`src/cpu_config.svh`:
```
`ifndef CPU_CONFIG_SVH
`define CPU_CONFIG_SVH

// datapath and address widths
`define CPU_XLEN            32
`define CPU_ADDR_W          16

// on-chip memory depths in words
`define CPU_IM_WORDS        64
`define CPU_DM_WORDS        32

// boot image sizes in words
`define CPU_BOOT_IM_WORDS   16
`define CPU_BOOT_DM_WORDS   8

// host address map
`define CPU_HOST_IM_BASE    16'h0000
`define CPU_HOST_DM_BASE    16'h1000
`define CPU_HOST_OUT_BASE   16'h9000  // stores at or above go to the host

`endif

```
`src/cpu_pkg.sv`:
```
package cpu_pkg;

`include "cpu_config.svh"

    typedef enum logic [7:0] {
        OP_NOP  = 8'h00,
        OP_ADD  = 8'h10,
        OP_SUB  = 8'h11,
        OP_AND  = 8'h12,
        OP_OR   = 8'h13,
        OP_XOR  = 8'h14,
        OP_ADDI = 8'h18,
        OP_LW   = 8'h20,
        OP_SW   = 8'h28,
        OP_BEQ  = 8'h31,
        OP_BNE  = 8'h33,
        OP_JMP  = 8'h3D
    } opcode_e;

    // register form rd = rs op rt
    typedef struct packed {
        opcode_e     opcode;
        logic [3:0]  rd;
        logic [3:0]  rs;
        logic [3:0]  rt;
        logic [11:0] unused;
    } instr_r_t;

    // immediate form for addi, lw, sw, branches and jmp
    typedef struct packed {
        opcode_e     opcode;
        logic [3:0]  rd;
        logic [3:0]  rs;
        logic [15:0] imm;
    } instr_i_t;

    typedef union packed {
        instr_r_t r;
        instr_i_t i;
    } instr_u;

    // decoded control that travels down the stage registers
    typedef struct packed {
        opcode_e    alu_op;
        logic       use_imm;
        logic       rf_wen;
        logic       mem_wen;
        logic       mem_ren;
        logic       wb_from_mem;
        logic       is_branch;
        logic [3:0] wb_reg;
    } ctrl_t;

    localparam ctrl_t CTRL_NOP = '0;

    typedef struct packed {
        logic                   req;
        logic                   write;
        logic [`CPU_ADDR_W-1:0] addr;
        logic [`CPU_XLEN-1:0]   wdata;
    } host_req_t;

    typedef struct packed {
        logic                 ack;
        logic [`CPU_XLEN-1:0] rdata;
    } host_rsp_t;

endpackage

```
`src/cpu_mem.sv`:
```
`timescale 1ns/1ps
`include "cpu_config.svh"

module cpu_mem #(
    parameter int DEPTH = 64
) (
    input  logic                     clk,
    input  logic                     wr_en,
    input  logic [$clog2(DEPTH)-1:0] wr_addr,
    input  logic [`CPU_XLEN-1:0]     wr_data,
    input  logic [$clog2(DEPTH)-1:0] rd_addr,
    output logic [`CPU_XLEN-1:0]     rd_data
);

    logic [`CPU_XLEN-1:0] mem [DEPTH];

    always_ff @(posedge clk) begin
        if (wr_en) begin
            mem[wr_addr] <= wr_data;
        end
    end

    assign rd_data = mem[rd_addr];  // async read

endmodule

```
`src/cpu_regfile.sv`:
```
`timescale 1ns/1ps
`include "cpu_config.svh"

module cpu_regfile (
    input  logic                 clk,
    input  logic                 rst_n,
    input  logic [3:0]           rs_sel,
    input  logic [3:0]           rt_sel,
    output logic [`CPU_XLEN-1:0] rs_data,
    output logic [`CPU_XLEN-1:0] rt_data,
    input  logic                 wr_en,
    input  logic [3:0]           wr_sel,
    input  logic [`CPU_XLEN-1:0] wr_data
);

    logic [`CPU_XLEN-1:0] regs [16];

    always_ff @(posedge clk or negedge rst_n) begin
        if (!rst_n) begin
            for (int i = 0; i < 16; i++) begin
                regs[i] <= '0;
            end
        end else if (wr_en && wr_sel != 4'd0) begin  // r0 never written
            regs[wr_sel] <= wr_data;
        end
    end

    assign rs_data = regs[rs_sel];
    assign rt_data = regs[rt_sel];

    r0_is_zero: assert property (@(posedge clk) disable iff (!rst_n) regs[0] == '0)
        else $error("r0 holds a nonzero value");

endmodule

```
`src/cpu_alu.sv`:
```
`timescale 1ns/1ps
`include "cpu_config.svh"

module cpu_alu (
    input  cpu_pkg::opcode_e     op,
    input  logic [`CPU_XLEN-1:0] a,
    input  logic [`CPU_XLEN-1:0] b,
    output logic [`CPU_XLEN-1:0] result,
    output logic                 taken
);
    import cpu_pkg::*;

    always_comb begin
        result = '0;
        taken  = 1'b0;
        case (op)
            OP_ADD, OP_ADDI: result = a + b;
            OP_LW, OP_SW:    result = a + b;  // effective address
            OP_SUB:          result = a - b;
            OP_AND:          result = a & b;
            OP_OR:           result = a | b;
            OP_XOR:          result = a ^ b;
            // branches compare rs against rd directly
            OP_BEQ:          taken = (a == b);
            OP_BNE:          taken = (a != b);
            OP_JMP:          taken = 1'b1;
            default:         ;
        endcase
    end

endmodule

```
`src/cpu_decode.sv`:
```
`timescale 1ns/1ps

module cpu_decode (
    input  cpu_pkg::instr_u instr,
    input  cpu_pkg::ctrl_t  ex_ctrl,
    input  cpu_pkg::ctrl_t  mem_ctrl,
    input  cpu_pkg::ctrl_t  wb_ctrl,
    output cpu_pkg::ctrl_t  ctrl,
    output logic            stall
);
    import cpu_pkg::*;

    logic use_rs;
    logic use_rt;
    logic use_rd;
    logic raw;

    // true if src is still to be written by EX, MEM or WB
    function automatic logic busy(input logic [3:0] src);
        return src != 4'd0 &&
               ((ex_ctrl.rf_wen  && ex_ctrl.wb_reg  == src) ||
                (mem_ctrl.rf_wen && mem_ctrl.wb_reg == src) ||
                (wb_ctrl.rf_wen  && wb_ctrl.wb_reg  == src));
    endfunction

    // a bubble or nop further down must not look like a writer
    function automatic logic nop_clean(input ctrl_t c);
        return c.alu_op != OP_NOP || !(c.rf_wen || c.mem_wen);
    endfunction

    always_comb begin
        ctrl        = CTRL_NOP;
        ctrl.alu_op = instr.r.opcode;
        ctrl.wb_reg = instr.r.rd;
        use_rs      = 1'b1;
        use_rt      = 1'b0;
        use_rd      = 1'b0;
        case (instr.r.opcode)
            OP_ADD, OP_SUB, OP_AND, OP_OR, OP_XOR: begin
                ctrl.rf_wen = 1'b1;
                use_rt      = 1'b1;
            end
            OP_ADDI: begin
                ctrl.use_imm = 1'b1;
                ctrl.rf_wen  = 1'b1;
            end
            OP_LW: begin
                ctrl.use_imm     = 1'b1;
                ctrl.rf_wen      = 1'b1;
                ctrl.mem_ren     = 1'b1;
                ctrl.wb_from_mem = 1'b1;
            end
            OP_SW: begin
                ctrl.use_imm = 1'b1;
                ctrl.mem_wen = 1'b1;
                use_rd       = 1'b1;  // store data
            end
            OP_BEQ, OP_BNE: begin
                ctrl.is_branch = 1'b1;
                use_rd         = 1'b1;
            end
            OP_JMP: begin
                ctrl.is_branch = 1'b1;
                use_rs         = 1'b0;
            end
            default: begin  // nop and unknown opcodes
                ctrl   = CTRL_NOP;
                use_rs = 1'b0;
            end
        endcase
    end

    always_comb begin
        raw = (use_rs && busy(instr.r.rs)) ||
              (use_rt && busy(instr.r.rt)) ||
              (use_rd && busy(instr.r.rd));
        stage_nop_clean: assert #0 (nop_clean(ex_ctrl) && nop_clean(mem_ctrl)
                                    && nop_clean(wb_ctrl))
            else $error("nop control in a later stage carries a write enable");
    end

    assign stall = raw || ex_ctrl.is_branch;  // branch in EX blocks ID too

endmodule

```
`src/cpu_host_link.sv`:
```
`timescale 1ns/1ps
`include "cpu_config.svh"

module cpu_host_link (
    input  logic                             clk,
    input  logic                             rst_n,
    output cpu_pkg::host_req_t               host_req,
    input  cpu_pkg::host_rsp_t               host_rsp,
    input  logic                             out_store_valid,
    input  logic [`CPU_ADDR_W-1:0]           out_store_addr,
    input  logic [`CPU_XLEN-1:0]             out_store_data,
    output logic                             boot_wr_en,
    output logic                             boot_im_sel,
    output logic [$clog2(`CPU_IM_WORDS)-1:0] boot_wr_addr,
    output logic [`CPU_XLEN-1:0]             boot_wr_data,
    output logic                             run,
    output logic                             freeze
);

    localparam int BOOT_TOTAL = `CPU_BOOT_IM_WORDS + `CPU_BOOT_DM_WORDS;
    localparam int CNT_W      = $clog2(BOOT_TOTAL);
    localparam int IM_AW      = $clog2(`CPU_IM_WORDS);

    typedef enum logic [2:0] {
        ST_BOOT_REQ,
        ST_BOOT_REL,
        ST_RUN,
        ST_OUT_REQ,
        ST_OUT_REL
    } state_e;

    state_e                 state;
    state_e                 state_nx;
    logic [CNT_W-1:0]       boot_cnt;
    logic [CNT_W-1:0]       boot_idx;
    logic [`CPU_ADDR_W-1:0] boot_addr;
    logic                   sent;  // store in MEM already written out

    //////////////////////////////////////////////////////////////////////
    // boot addressing with the program image first and the data image after

    assign boot_im_sel  = boot_cnt < CNT_W'(`CPU_BOOT_IM_WORDS);
    assign boot_idx     = boot_im_sel ? boot_cnt : boot_cnt - CNT_W'(`CPU_BOOT_IM_WORDS);
    assign boot_addr    = (boot_im_sel ? `CPU_HOST_IM_BASE : `CPU_HOST_DM_BASE)
                        + `CPU_ADDR_W'({boot_idx, 2'b00});
    assign boot_wr_en   = state == ST_BOOT_REQ && host_rsp.ack;
    assign boot_wr_addr = IM_AW'(boot_idx);
    assign boot_wr_data = host_rsp.rdata;

    assign run    = state inside {ST_RUN, ST_OUT_REQ, ST_OUT_REL};
    assign freeze = (state == ST_RUN && out_store_valid && !sent)
                  || state inside {ST_OUT_REQ, ST_OUT_REL};

    always_comb begin
        host_req = '0;
        case (state)
            ST_BOOT_REQ: begin
                host_req.req  = 1'b1;
                host_req.addr = boot_addr;
            end
            ST_OUT_REQ: begin
                host_req.req   = 1'b1;
                host_req.write = 1'b1;
                host_req.addr  = out_store_addr;  // held while the core is frozen
                host_req.wdata = out_store_data;
            end
            default: ;
        endcase
    end

    //////////////////////////////////////////////////////////////////////
    // four-phase sequencing

    always_comb begin
        state_nx = state;
        case (state)
            ST_BOOT_REQ: if (host_rsp.ack) state_nx = ST_BOOT_REL;
            ST_BOOT_REL: begin
                if (!host_rsp.ack) begin
                    state_nx = (boot_cnt == CNT_W'(BOOT_TOTAL - 1)) ? ST_RUN : ST_BOOT_REQ;
                end
            end
            ST_RUN:      if (out_store_valid && !sent) state_nx = ST_OUT_REQ;
            ST_OUT_REQ:  if (host_rsp.ack) state_nx = ST_OUT_REL;
            ST_OUT_REL:  if (!host_rsp.ack) state_nx = ST_RUN;
            default:     state_nx = ST_BOOT_REL;
        endcase
    end

    always_ff @(posedge clk or negedge rst_n) begin
        if (!rst_n) begin
            state    <= ST_BOOT_REL;  // idle release so the count wraps to word 0
            boot_cnt <= '1;
            sent     <= 1'b0;
        end else begin
            state <= state_nx;
            sent  <= state == ST_OUT_REL && !host_rsp.ack;  // one cycle to let the store go
            if (state == ST_BOOT_REL && state_nx == ST_BOOT_REQ) begin
                boot_cnt <= boot_cnt + 1'b1;
            end
        end
    end

    req_held: assert property (@(posedge clk) disable iff (!rst_n)
        host_req.req && !host_rsp.ack |=> host_req.req)
        else $error("req dropped before ack");

    req_stable: assert property (@(posedge clk) disable iff (!rst_n)
        host_req.req && !host_rsp.ack |=> $stable(host_req.addr) && $stable(host_req.wdata))
        else $error("host request changed while waiting for ack");

endmodule

```
`src/cpu_core.sv`:
```
`timescale 1ns/1ps
`include "cpu_config.svh"

module cpu_core (
    input  logic                             clk,
    input  logic                             rst_n,
    input  logic                             run,
    input  logic                             freeze,
    output logic [$clog2(`CPU_IM_WORDS)-1:0] im_addr,
    input  logic [`CPU_XLEN-1:0]             im_data,
    output logic                             dm_wr_en,
    output logic [$clog2(`CPU_DM_WORDS)-1:0] dm_addr,
    output logic [`CPU_XLEN-1:0]             dm_wr_data,
    input  logic [`CPU_XLEN-1:0]             dm_rd_data,
    output logic                             out_store_valid,
    output logic [`CPU_ADDR_W-1:0]           out_store_addr,
    output logic [`CPU_XLEN-1:0]             out_store_data
);
    import cpu_pkg::*;

    localparam int IM_AW = $clog2(`CPU_IM_WORDS);
    localparam int DM_AW = $clog2(`CPU_DM_WORDS);

    typedef struct packed {
        ctrl_t                ctrl;
        logic [`CPU_XLEN-1:0] a;    // rs
        logic [`CPU_XLEN-1:0] b;    // rt, or rd for stores and branches
        logic [`CPU_XLEN-1:0] imm;
    } id_ex_t;

    typedef struct packed {
        ctrl_t                ctrl;
        logic [`CPU_XLEN-1:0] alu;
        logic [`CPU_XLEN-1:0] store;
    } ex_mem_t;

    typedef struct packed {
        ctrl_t                ctrl;
        logic [`CPU_XLEN-1:0] alu;
        logic [`CPU_XLEN-1:0] mem;
    } mem_wb_t;

    logic [`CPU_ADDR_W-1:0] pc;
    instr_u                 if_id;
    id_ex_t                 id_ex;
    ex_mem_t                ex_mem;
    mem_wb_t                mem_wb;

    ctrl_t                id_ctrl;
    logic                 stall;
    logic [3:0]           rt_sel;
    logic [`CPU_XLEN-1:0] rs_data;
    logic [`CPU_XLEN-1:0] rt_data;
    logic [`CPU_XLEN-1:0] alu_b;
    logic [`CPU_XLEN-1:0] alu_res;
    logic [`CPU_XLEN-1:0] wb_data;
    logic                 taken;
    logic                 advance;
    logic                 redirect;
    logic                 is_out;

    assign advance  = run && !freeze;
    assign redirect = id_ex.ctrl.is_branch && taken;

    //////////////////////////////////////////////////////////////////////
    // fetch

    assign im_addr = pc[IM_AW+1:2];

    always_ff @(posedge clk or negedge rst_n) begin
        if (!rst_n) begin
            pc <= '0;
        end else if (advance) begin
            if (redirect) begin
                pc <= id_ex.imm[`CPU_ADDR_W-1:0];
            end else if (!stall && !id_ctrl.is_branch) begin
                pc <= pc + `CPU_ADDR_W'(4);
            end
        end
    end

    always_ff @(posedge clk or negedge rst_n) begin
        if (!rst_n) begin
            if_id <= '0;
        end else if (advance && !stall) begin
            if_id <= id_ctrl.is_branch ? '0 : im_data;  // no fetch behind a branch
        end
    end

    //////////////////////////////////////////////////////////////////////
    // decode and register read

    cpu_decode u_decode (
        .instr    (if_id),
        .ex_ctrl  (id_ex.ctrl),
        .mem_ctrl (ex_mem.ctrl),
        .wb_ctrl  (mem_wb.ctrl),
        .ctrl     (id_ctrl),
        .stall    (stall)
    );

    assign rt_sel = (id_ctrl.mem_wen || id_ctrl.is_branch) ? if_id.r.rd : if_id.r.rt;

    cpu_regfile u_regfile (
        .clk     (clk),
        .rst_n   (rst_n),
        .rs_sel  (if_id.r.rs),
        .rt_sel  (rt_sel),
        .rs_data (rs_data),
        .rt_data (rt_data),
        .wr_en   (mem_wb.ctrl.rf_wen),
        .wr_sel  (mem_wb.ctrl.wb_reg),
        .wr_data (wb_data)
    );

    always_ff @(posedge clk or negedge rst_n) begin
        if (!rst_n) begin
            id_ex <= '0;
        end else if (advance) begin
            if (stall) begin
                id_ex <= '0;  // bubble
            end else begin
                id_ex <= '{ctrl: id_ctrl, a: rs_data, b: rt_data,
                           imm: `CPU_XLEN'(if_id.i.imm)};
            end
        end
    end

    //////////////////////////////////////////////////////////////////////
    // execute, memory, write-back

    assign alu_b = id_ex.ctrl.use_imm ? id_ex.imm : id_ex.b;

    cpu_alu u_alu (
        .op     (id_ex.ctrl.alu_op),
        .a      (id_ex.a),
        .b      (alu_b),
        .result (alu_res),
        .taken  (taken)
    );

    // high stores leave through the host link
    assign is_out = ex_mem.ctrl.mem_wen && ex_mem.alu[`CPU_ADDR_W-1:0] >= `CPU_HOST_OUT_BASE;

    assign dm_wr_en        = ex_mem.ctrl.mem_wen && !is_out;
    assign dm_addr         = ex_mem.alu[DM_AW+1:2];
    assign dm_wr_data      = ex_mem.store;
    assign out_store_valid = is_out;
    assign out_store_addr  = ex_mem.alu[`CPU_ADDR_W-1:0];
    assign out_store_data  = ex_mem.store;

    always_ff @(posedge clk or negedge rst_n) begin
        if (!rst_n) begin
            ex_mem <= '0;
            mem_wb <= '0;
        end else if (advance) begin
            ex_mem <= '{ctrl: id_ex.ctrl, alu: alu_res, store: id_ex.b};
            mem_wb <= '{ctrl: ex_mem.ctrl, alu: ex_mem.alu,
                        mem: ex_mem.ctrl.mem_ren ? dm_rd_data : '0};  // loads only
        end
    end

    assign wb_data = mem_wb.ctrl.wb_from_mem ? mem_wb.mem : mem_wb.alu;

endmodule

```
`src/cpu_top.sv`:
```
`timescale 1ns/1ps
`include "cpu_config.svh"

module cpu_top (
    input  logic               clk,
    input  logic               rst_n,
    output cpu_pkg::host_req_t host_req,
    input  cpu_pkg::host_rsp_t host_rsp
);

    localparam int IM_AW = $clog2(`CPU_IM_WORDS);
    localparam int DM_AW = $clog2(`CPU_DM_WORDS);

    logic                   run;
    logic                   freeze;
    logic [IM_AW-1:0]       im_addr;
    logic [`CPU_XLEN-1:0]   im_data;
    logic                   core_dm_wr_en;
    logic [DM_AW-1:0]       core_dm_addr;
    logic [`CPU_XLEN-1:0]   core_dm_wr_data;
    logic [`CPU_XLEN-1:0]   dm_rd_data;
    logic                   out_store_valid;
    logic [`CPU_ADDR_W-1:0] out_store_addr;
    logic [`CPU_XLEN-1:0]   out_store_data;
    logic                   boot_wr_en;
    logic                   boot_im_sel;
    logic [IM_AW-1:0]       boot_wr_addr;
    logic [`CPU_XLEN-1:0]   boot_wr_data;
    logic                   dm_we;
    logic [DM_AW-1:0]       dm_wa;
    logic [`CPU_XLEN-1:0]   dm_wd;

    // boot loader owns the data memory write port until run
    assign dm_we = boot_wr_en ? !boot_im_sel : core_dm_wr_en;
    assign dm_wa = boot_wr_en ? boot_wr_addr[DM_AW-1:0] : core_dm_addr;
    assign dm_wd = boot_wr_en ? boot_wr_data : core_dm_wr_data;

    cpu_core u_core (
        .clk             (clk),
        .rst_n           (rst_n),
        .run             (run),
        .freeze          (freeze),
        .im_addr         (im_addr),
        .im_data         (im_data),
        .dm_wr_en        (core_dm_wr_en),
        .dm_addr         (core_dm_addr),
        .dm_wr_data      (core_dm_wr_data),
        .dm_rd_data      (dm_rd_data),
        .out_store_valid (out_store_valid),
        .out_store_addr  (out_store_addr),
        .out_store_data  (out_store_data)
    );

    cpu_host_link u_host_link (
        .clk             (clk),
        .rst_n           (rst_n),
        .host_req        (host_req),
        .host_rsp        (host_rsp),
        .out_store_valid (out_store_valid),
        .out_store_addr  (out_store_addr),
        .out_store_data  (out_store_data),
        .boot_wr_en      (boot_wr_en),
        .boot_im_sel     (boot_im_sel),
        .boot_wr_addr    (boot_wr_addr),
        .boot_wr_data    (boot_wr_data),
        .run             (run),
        .freeze          (freeze)
    );

    cpu_mem #(.DEPTH(`CPU_IM_WORDS)) u_imem (
        .clk     (clk),
        .wr_en   (boot_wr_en && boot_im_sel),
        .wr_addr (boot_wr_addr),
        .wr_data (boot_wr_data),
        .rd_addr (im_addr),
        .rd_data (im_data)
    );

    cpu_mem #(.DEPTH(`CPU_DM_WORDS)) u_dmem (
        .clk     (clk),
        .wr_en   (dm_we),
        .wr_addr (dm_wa),
        .wr_data (dm_wd),
        .rd_addr (core_dm_addr),
        .rd_data (dm_rd_data)
    );

endmodule

```
`config.mk`:
```
export PLATFORM = sky130hd
export DESIGN_NAME = cpu_top
export DESIGN_NICKNAME = d
export VERILOG_FILES = /design/src/cpu_pkg.sv /design/src/cpu_mem.sv /design/src/cpu_regfile.sv /design/src/cpu_alu.sv /design/src/cpu_decode.sv /design/src/cpu_host_link.sv /design/src/cpu_core.sv /design/src/cpu_top.sv
export VERILOG_INCLUDE_DIRS = /design/src
export SDC_FILE = /design/constraint.sdc
export NUM_CORES = 2
export LEC_CHECK = 0
export ABC_CLOCK_PERIOD_IN_PS = 8400
export BUFFER_PORTS_ARGS = -buffer_cell sky130_fd_sc_hd__clkbuf_2
export CAP_MARGIN = 40
export CORE_MARGIN = 2
export CORE_UTILIZATION = 35
export DETAILED_ROUTE_END_ITERATION = 8
export PLACE_DENSITY = 0.59
export SYNTH_ARGS = -nofsm -noshare
export SYNTH_HDL_FRONTEND = slang
export SYNTH_SLANG_ARGS = --single-unit
```
`constraint.sdc`:
```
create_clock -name clk -period 8.4 [get_ports clk]
set_input_delay 0.42 -clock clk [delete_from_list [all_inputs] [get_ports clk]]
set_output_delay 0.42 -clock clk [all_outputs]
set_load 0.05 [all_outputs]
```
Word-level counts from Yosys, hierarchy flattened

Memories as Yosys holds them, arrays and structs flattened.
Cells that the tools add are included.

Register bits after elaboration: 825
Latch bits: 0
Bits in writable memories: 3,072
Bits in read-only memories: 0
Input port bits: 35
Word-level logic and storage cells: 218
Memories: 2

Add/sub/neg operators: 6
Multipliers: 0
Divide/modulo/power cells: 0
Order comparisons: 6
Equality and inequality tests: 38
Shifts and indexed selects: 0
Muxes and demuxes: 49
Bitwise gates (word level): 6
Reductions and logical operators: 67

Memory list:

| name       | words | bits a word | read ports | clocked after memory_dff | write ports | RTL line      | text |
|---|---|---|---|---|---|---|---|
| u_imem.mem | 64    | 32          | 1          | 0                        | 1           | cpu_mem.sv:15 | `` logic [`CPU_XLEN-1:0] mem [DEPTH]; `` |
| u_dmem.mem | 32    | 32          | 1          | 0                        | 1           | cpu_mem.sv:15 |  |

Operator list:

| cell                  | count |
|---|---|
| $bwmux 512            | 1 |
| $mux 32               | 11 |
| $bmux 32 s4           | 2 |
| $pmux 32 s5           | 1 |
| $demux 32 s4          | 1 |
| $mux 114              | 1 |
| $eq 8x5->1 const B    | 12 |
| $eq 8x6->1 const B    | 10 |
| $eq 4x4->1            | 9 |
| $add 32x32->32        | 1 |
| $and 32x32->32        | 1 |
| $eq 32x32->1          | 1 |
| $mux 16               | 2 |
| $ne 32x32->1          | 1 |
| $or 32x32->32         | 1 |
| $pmux 16 s2           | 1 |
| $sub 32x32->32        | 1 |
| $xor 32x32->32        | 1 |
| $logic_and 1x1->1     | 30 |
| $add 16x3->16 const B | 1 |
| $add 16x7->16         | 1 |
| $ge 16x16->1 const B  | 1 |
| $reduce_bool 4->1     | 4 |
| $ge 5x5->1 const B    | 3 |
| 31 further kinds      | 74 |

Depth between registers and ports, before layout

Word-level depth: 13
Mapped depth: 16

Modules after synthesis

A second synthesis with hierarchy kept.

Cell total of the unflattened synthesis: 9,698
Area total of the unflattened synthesis: 164,789.3 µm²

Modules (own cells, without submodules):

| module           | instances | cells an instance | area each (µm²) | sequential area each (µm²) |
|---|---|---|---|---|
| cpu_mem (u_imem) | 1         | 3,292             | 77,874.7        | 61,499.0 |
| cpu_mem (u_dmem) | 1         | 2,228             | 39,844.5        | 30,749.5 |
| cpu_regfile      | 1         | 1,670             | 26,200.1        | 12,812.3 |
| cpu_core         | 1         | 1,468             | 13,434.1        | 7,507.2 |
| cpu_alu          | 1         | 731               | 4,954.8         | 0.0 |
| cpu_host_link    | 1         | 147               | 1,147.4         | 232.7 |
| cpu_decode       | 1         | 118               | 829.5           | 0.0 |
| cpu_top          | 1         | 44                | 504.2           | 0.0 |

Worst setup path before layout

OpenSTA, ideal clock, no wires.

Kind: reg-to-reg
Start: register u_host_link.state[1]
End: memory u_imem.mem[12][0] (netlist name) (enable)
Setup time: 0.461 ns
Arrival: 3.837 ns
Required time: 7.939 ns
Setup slack: 4.102 ns
Stages on the path, launching flop included: 8
Path buffers: 2
Path through: dfrtp_1 -> clkbuf_1 -> nor2_1 -> nand3b_1 -> clkbuf_1 -> nor2_1 -> nand3_1 -> nor3_1

Cells in the longest elaborated chain, start to end: 5

Ends and longest elaborated chain:

| item                         | RTL line            | text |
|---|---|---|
| start: declaration           | cpu_host_link.sv:32 | `state_e state;` |
| start signal: assignment     | cpu_host_link.sv:96 | `state <= state_nx;` |
| $logic_not 3->1              | cpu_host_link.sv:46 | `assign boot_wr_en = state == ST_BOOT_REQ && host_rsp.ack;` |
| $logic_and 1x1->1            | cpu_host_link.sv:46 |  |
| $logic_and 1x1->1            | cpu_top.sv:72       | `.wr_en (boot_wr_en && boot_im_sel),` |
| $mux 1                       | cpu_mem.sv:18       | `if (wr_en) begin` |
| $mux 1 (implied by the code) | cpu_mem.sv:19       | `mem[wr_addr] <= wr_data;` |
| end: declaration             | cpu_mem.sv:15       |  |

No other way between the ends.

Worst setup path after layout

Start: register u_core.ex_mem (netlist bit u_core.out_store_addr[14])
End: register u_core.ex_mem (netlist bit u_core.out_store_addr[15])

Cells in the longest elaborated chain, start to end: 7

Ends and longest elaborated chain:

| item                               | RTL line            | text |
|---|---|---|
| start: declaration                 | cpu_core.sv:46      | `ex_mem_t ex_mem;` |
| start signal: assignment           | cpu_core.sv:157     | `ex_mem <= '{ctrl: id_ex.ctrl, alu: alu_res, store: id_ex.b};` |
| $ge 16x16->1 (no source line)      | --                  |  |
| $logic_and 1x1->1 (no source line) | --                  |  |
| $logic_and 1x1->1 (2 in a row)     | cpu_host_link.sv:51 | `assign freeze = (state == ST_RUN && out_store_valid && !sent)` |
| $logic_or 1x1->1                   | cpu_host_link.sv:52 | `\|\| state inside {ST_OUT_REQ, ST_OUT_REL};` |
| $logic_not 1->1                    | cpu_core.sv:62      | `assign advance = run && !freeze;` |
| $logic_and 1x1->1                  | cpu_core.sv:62      |  |

No other way between the ends.
A chain may end at the register's enable or synchronous reset.

==> results.cfg <==
[floorplan]
coreArea_um2 = 289000
die_height_um = 543
die_area_um2 = 295000
die_x_um = 543
top_level_ports = 85
num_rows = 197
start_util_pct = 35.3

[synthesis]
async_flop_share_pct = 34.1
syn_avg_cell_area_um2 = 14.5
ys_warn_count = 0
ys_seq_elements = 2332
synth-edff-count = 1536
ys_types = 94
ys.flop_type = edfxtp_1
synthCells = 7024
synth.cell_area_um2 = 102000
ys_seq_area_share_pct = 64.9
syn_nets = 7166

[cts]
clock_latency_ps = 940
cts_setup_buffers = 0
htree_levels = 4
clock_sinks = 2332
cts_buffers = 236
clock-root-buffer = clkbuf_16
clk_path_buf_depth = 3
ctsResizeCount = 0
cts_tree = yes
cts.clk_slew.worst_paths_ps = 60
hold_buffers = 28

[timing]
period_share_pct = 55.9
finalCriticalPeriod_ps = 4700
setup_viol = 0
maxSlewViolCount = 0
hold_slack_ps = 64.4
fmax_mhz = 213
worst_pin_slew_ps = 1140
finClkSkew_ps = 120
slew_headroom_pct = 24.3
tns_ps = 0
hold_viol_final = 0
rsz0062_at_grt = false
layout_setup_ws_ps = 3700

[status]
outcome = finished clean

[placed_design]
pre_cts_slack_ps = 3730
dp.cells = 10661
dpl_cell_area_um2 = 108000
gp_congestion = 0.904
post-dp-hpwl_mm = 184
port_buffers = 84

[pwr]
peakVddDrop_v = 0.000245
finalPower_mw = 30.0
p_per_area_nw_per_um2 = 257
leakagePower_nw = 42.6

[final_layout]
final_util_pct = 40.4
post_layout_nonfiller_instances = 11136
drive_gt1_share_pct = 18.6
syn_to_final_growth_pct = 14.5
num-fill-cells = 26211
nNetsFinal = 7189
final_area_um2 = 117000

[critical_path]
max_stage_delay_ps = 790
cp_slowest_cell = buf_4
r2r_end = u_core.out_store_addr[15]
critPathMaxFanout = 76
critPathLaunchType = flip-flop
reg2reg_depth = 11
cp.arrival_ps = 5500
crit_chain = o31ai_1, nor3b_1, or2_4, buf_4, buf_4, a22oi_1, nand2_1, nor3_1, a21oi_1, nand3_1, nand3_1
rrSetupSlack_ps = 3700
worstSetupPathType = reg -> reg
cp.required_ps = 9200
reg2reg_from = u_core.out_store_addr[14]
end_kind = flip-flop

[min_path]
holdPathEnd = u_imem.mem[3][23]
min_path_cells = 1
min_from = host_rsp[23]
hold_path.class = in -> reg

[global_route]
grt_pass1_vias = 62613
grt_max_degree = 148
globalRoute.totalOverflow = 0
grt_pass1_wl_mm = 438
antenna_found_initial = 11
grtUsageTotal_pct = 20.2

[routing]
post_drt_via_cell_ratio = 5.59
antenna_left = 0
drt_iter0_drc = 7058
drtPass1Iterations = 6
wire_per_inst_um = 27.1
drt_wl_total_mm = 302
drc = 0
via_count = 62305

[job]
maxCapViolCount = 0
==> worst max-delay path: cells and delay by family (launching register included) <==
| kind | cells | cell delay (ps) |
|---|---|---|
| AND/OR/NAND/NOR | 6 | 1650 |
| buffers and inverters | 2 | 1510 |
| AO/OA/AOI/OAI | 3 | 780 |
| flip-flops | 1 | 660 |
==> final cells by class <==
type	instances	area (um2)	area share, %
flip-flops and latches	2332	66100	56.7
multi-input cells	4003	33500	28.7
clock buffers	289	6230	5.35
well taps	3880	4850	4.17
repair buffers	330	3250	2.79
clock inverters	152	2030	1.75
inverters	144	541	0.464
diodes	6	15.0	0.0129
==> logic make-up (layout without fill, tap and decap cells) <==
| family | Yosys count | after routing | share of synthesized area, % |
|---|---|---|---|
| flops | 2332 | 2332 | 64.9 |
| fa+ha+maj | 107 | 107 | 1.33 |
| other cells | 0 | 6 | 0 |
| mux | 1031 | 1031 | 16.8 |
| compound gates | 1279 | 1279 | 7.42 |
| simple gates | 1540 | 1540 | 6.41 |
| buf+inv | 689 | 915 | 2.73 |
| xor+xnor | 46 | 46 | 0.396 |
==> layer usage <==
layer  GRT usage (%)  wire length [um]
met1            27.2            123000
met2            33.0            146000
met3            3.47             21600
met4            7.38             11400
met5               0                48
==> cells in the mapped netlist, types with 6 or more instances <==
library cell     n  area share [%]
xnor2_1         17            0.15
and2_1          52            0.32
nand2_1        745             2.7
a21o_1          18            0.13
dfrtp_1        790              19
a211oi_1        17            0.13
mux2i_1        485             4.8
buf_1           49            0.18
nor2b_1         10           0.061
nor4_1          49            0.30
o221ai_1         6           0.052
nand2b_1        25            0.15
nand4_1         11           0.068
mux4_2         544              12
o31ai_1         15            0.11
nor2_1         482             1.8
a22o_1          11           0.095
o211ai_1         9           0.066
o21a_1           6           0.044
nand3_1         75            0.37
or3_1            7           0.043
a22oi_1         44            0.32
o22ai_1        137            0.84
dfstp_2          6            0.15
o21ai_0        384             1.9
o21ai_1         38            0.19
ha_1           105             1.3
and3_1           7           0.043
xor2_1          29            0.25
a31oi_1         16           0.098
nor4b_1          8           0.069
o21bai_1        17            0.13
a221oi_1        78            0.67
edfxtp_1      1536              45
buf_2           99            0.49
nor3_1          38            0.19
clkbuf_1       380             1.4
buf_4            8           0.059
inv_1          142            0.52
a21oi_1        426             2.1
==> layout by cell type, fill, tap and decap left out, drive strengths merged, types with 18 or more instances in the layout <==
master,n
edfxtp,1536
mux2i,485
ha,105
and2,53
a21o,18
xor2,29
o22ai,137
nor3,40
dlygate4sd3,28
nor4,51
mux4,544
a31oi,18
a221oi,78
a21oi,430
dfrtp,790
nand2,745
clkbuf,372
bufinv,37
a22oi,45
nand2b,25
nor2,482
clkinv,105
nand3,76
inv,149
buf,218
o21ai,423
==> worst max path at each step <==
stage / slack, ps / cells past startpoint / startpoint / to
after floorplan: 4100 / 7 / u_host_link.state[1] / u_imem.mem[12][0]
after global placement: 3670 / 9 / u_core.out_store_addr[14] / u_core.pc[5]
after detailed placement: 3730 / 11 / u_core.out_store_addr[14] / u_core.out_store_addr[15]
after CTS: 3670 / 11 / u_core.out_store_addr[14] / u_core.out_store_addr[15]
after global routing: 3470 / 11 / u_core.out_store_addr[14] / u_core.out_store_addr[15]
final: 3700 / 11 / u_core.out_store_addr[14] / u_core.out_store_addr[15]
==> registers in the layout, indices dropped and copies added, names as in the netlist <==
| register | cells |
|---|---|
| u_core.if_id | 32 |
| u_host_link.boot_cnt | 5 |
| u_core.id_ex | 97 |
| u_core.ex_mem | 23 |
| u_dmem.mem | 1024 |
| u_core.out_store_addr | 11 |
| u_core.dm_wr_data | 32 |
| u_host_link.state | 3 |
| u_core.dm_addr | 5 |
| u_host_link.sent | 1 |
| u_core.u_regfile.regs | 512 |
| u_core.mem_wb | 70 |
| u_core.pc | 5 |
| u_imem.mem | 512 |
==> report_power, final <==
group | switching, mW | leakage, nW | internal [mW]
sequential | 0.435 | 25.1 | 12.7
combinational | 3.86 | 13.5 | 1.87
clock | 4.65 | 4.02 | 6.44
total | 8.95 | 42.6 | 21.1
Note: power is estimated with default switching activity, not from simulation.
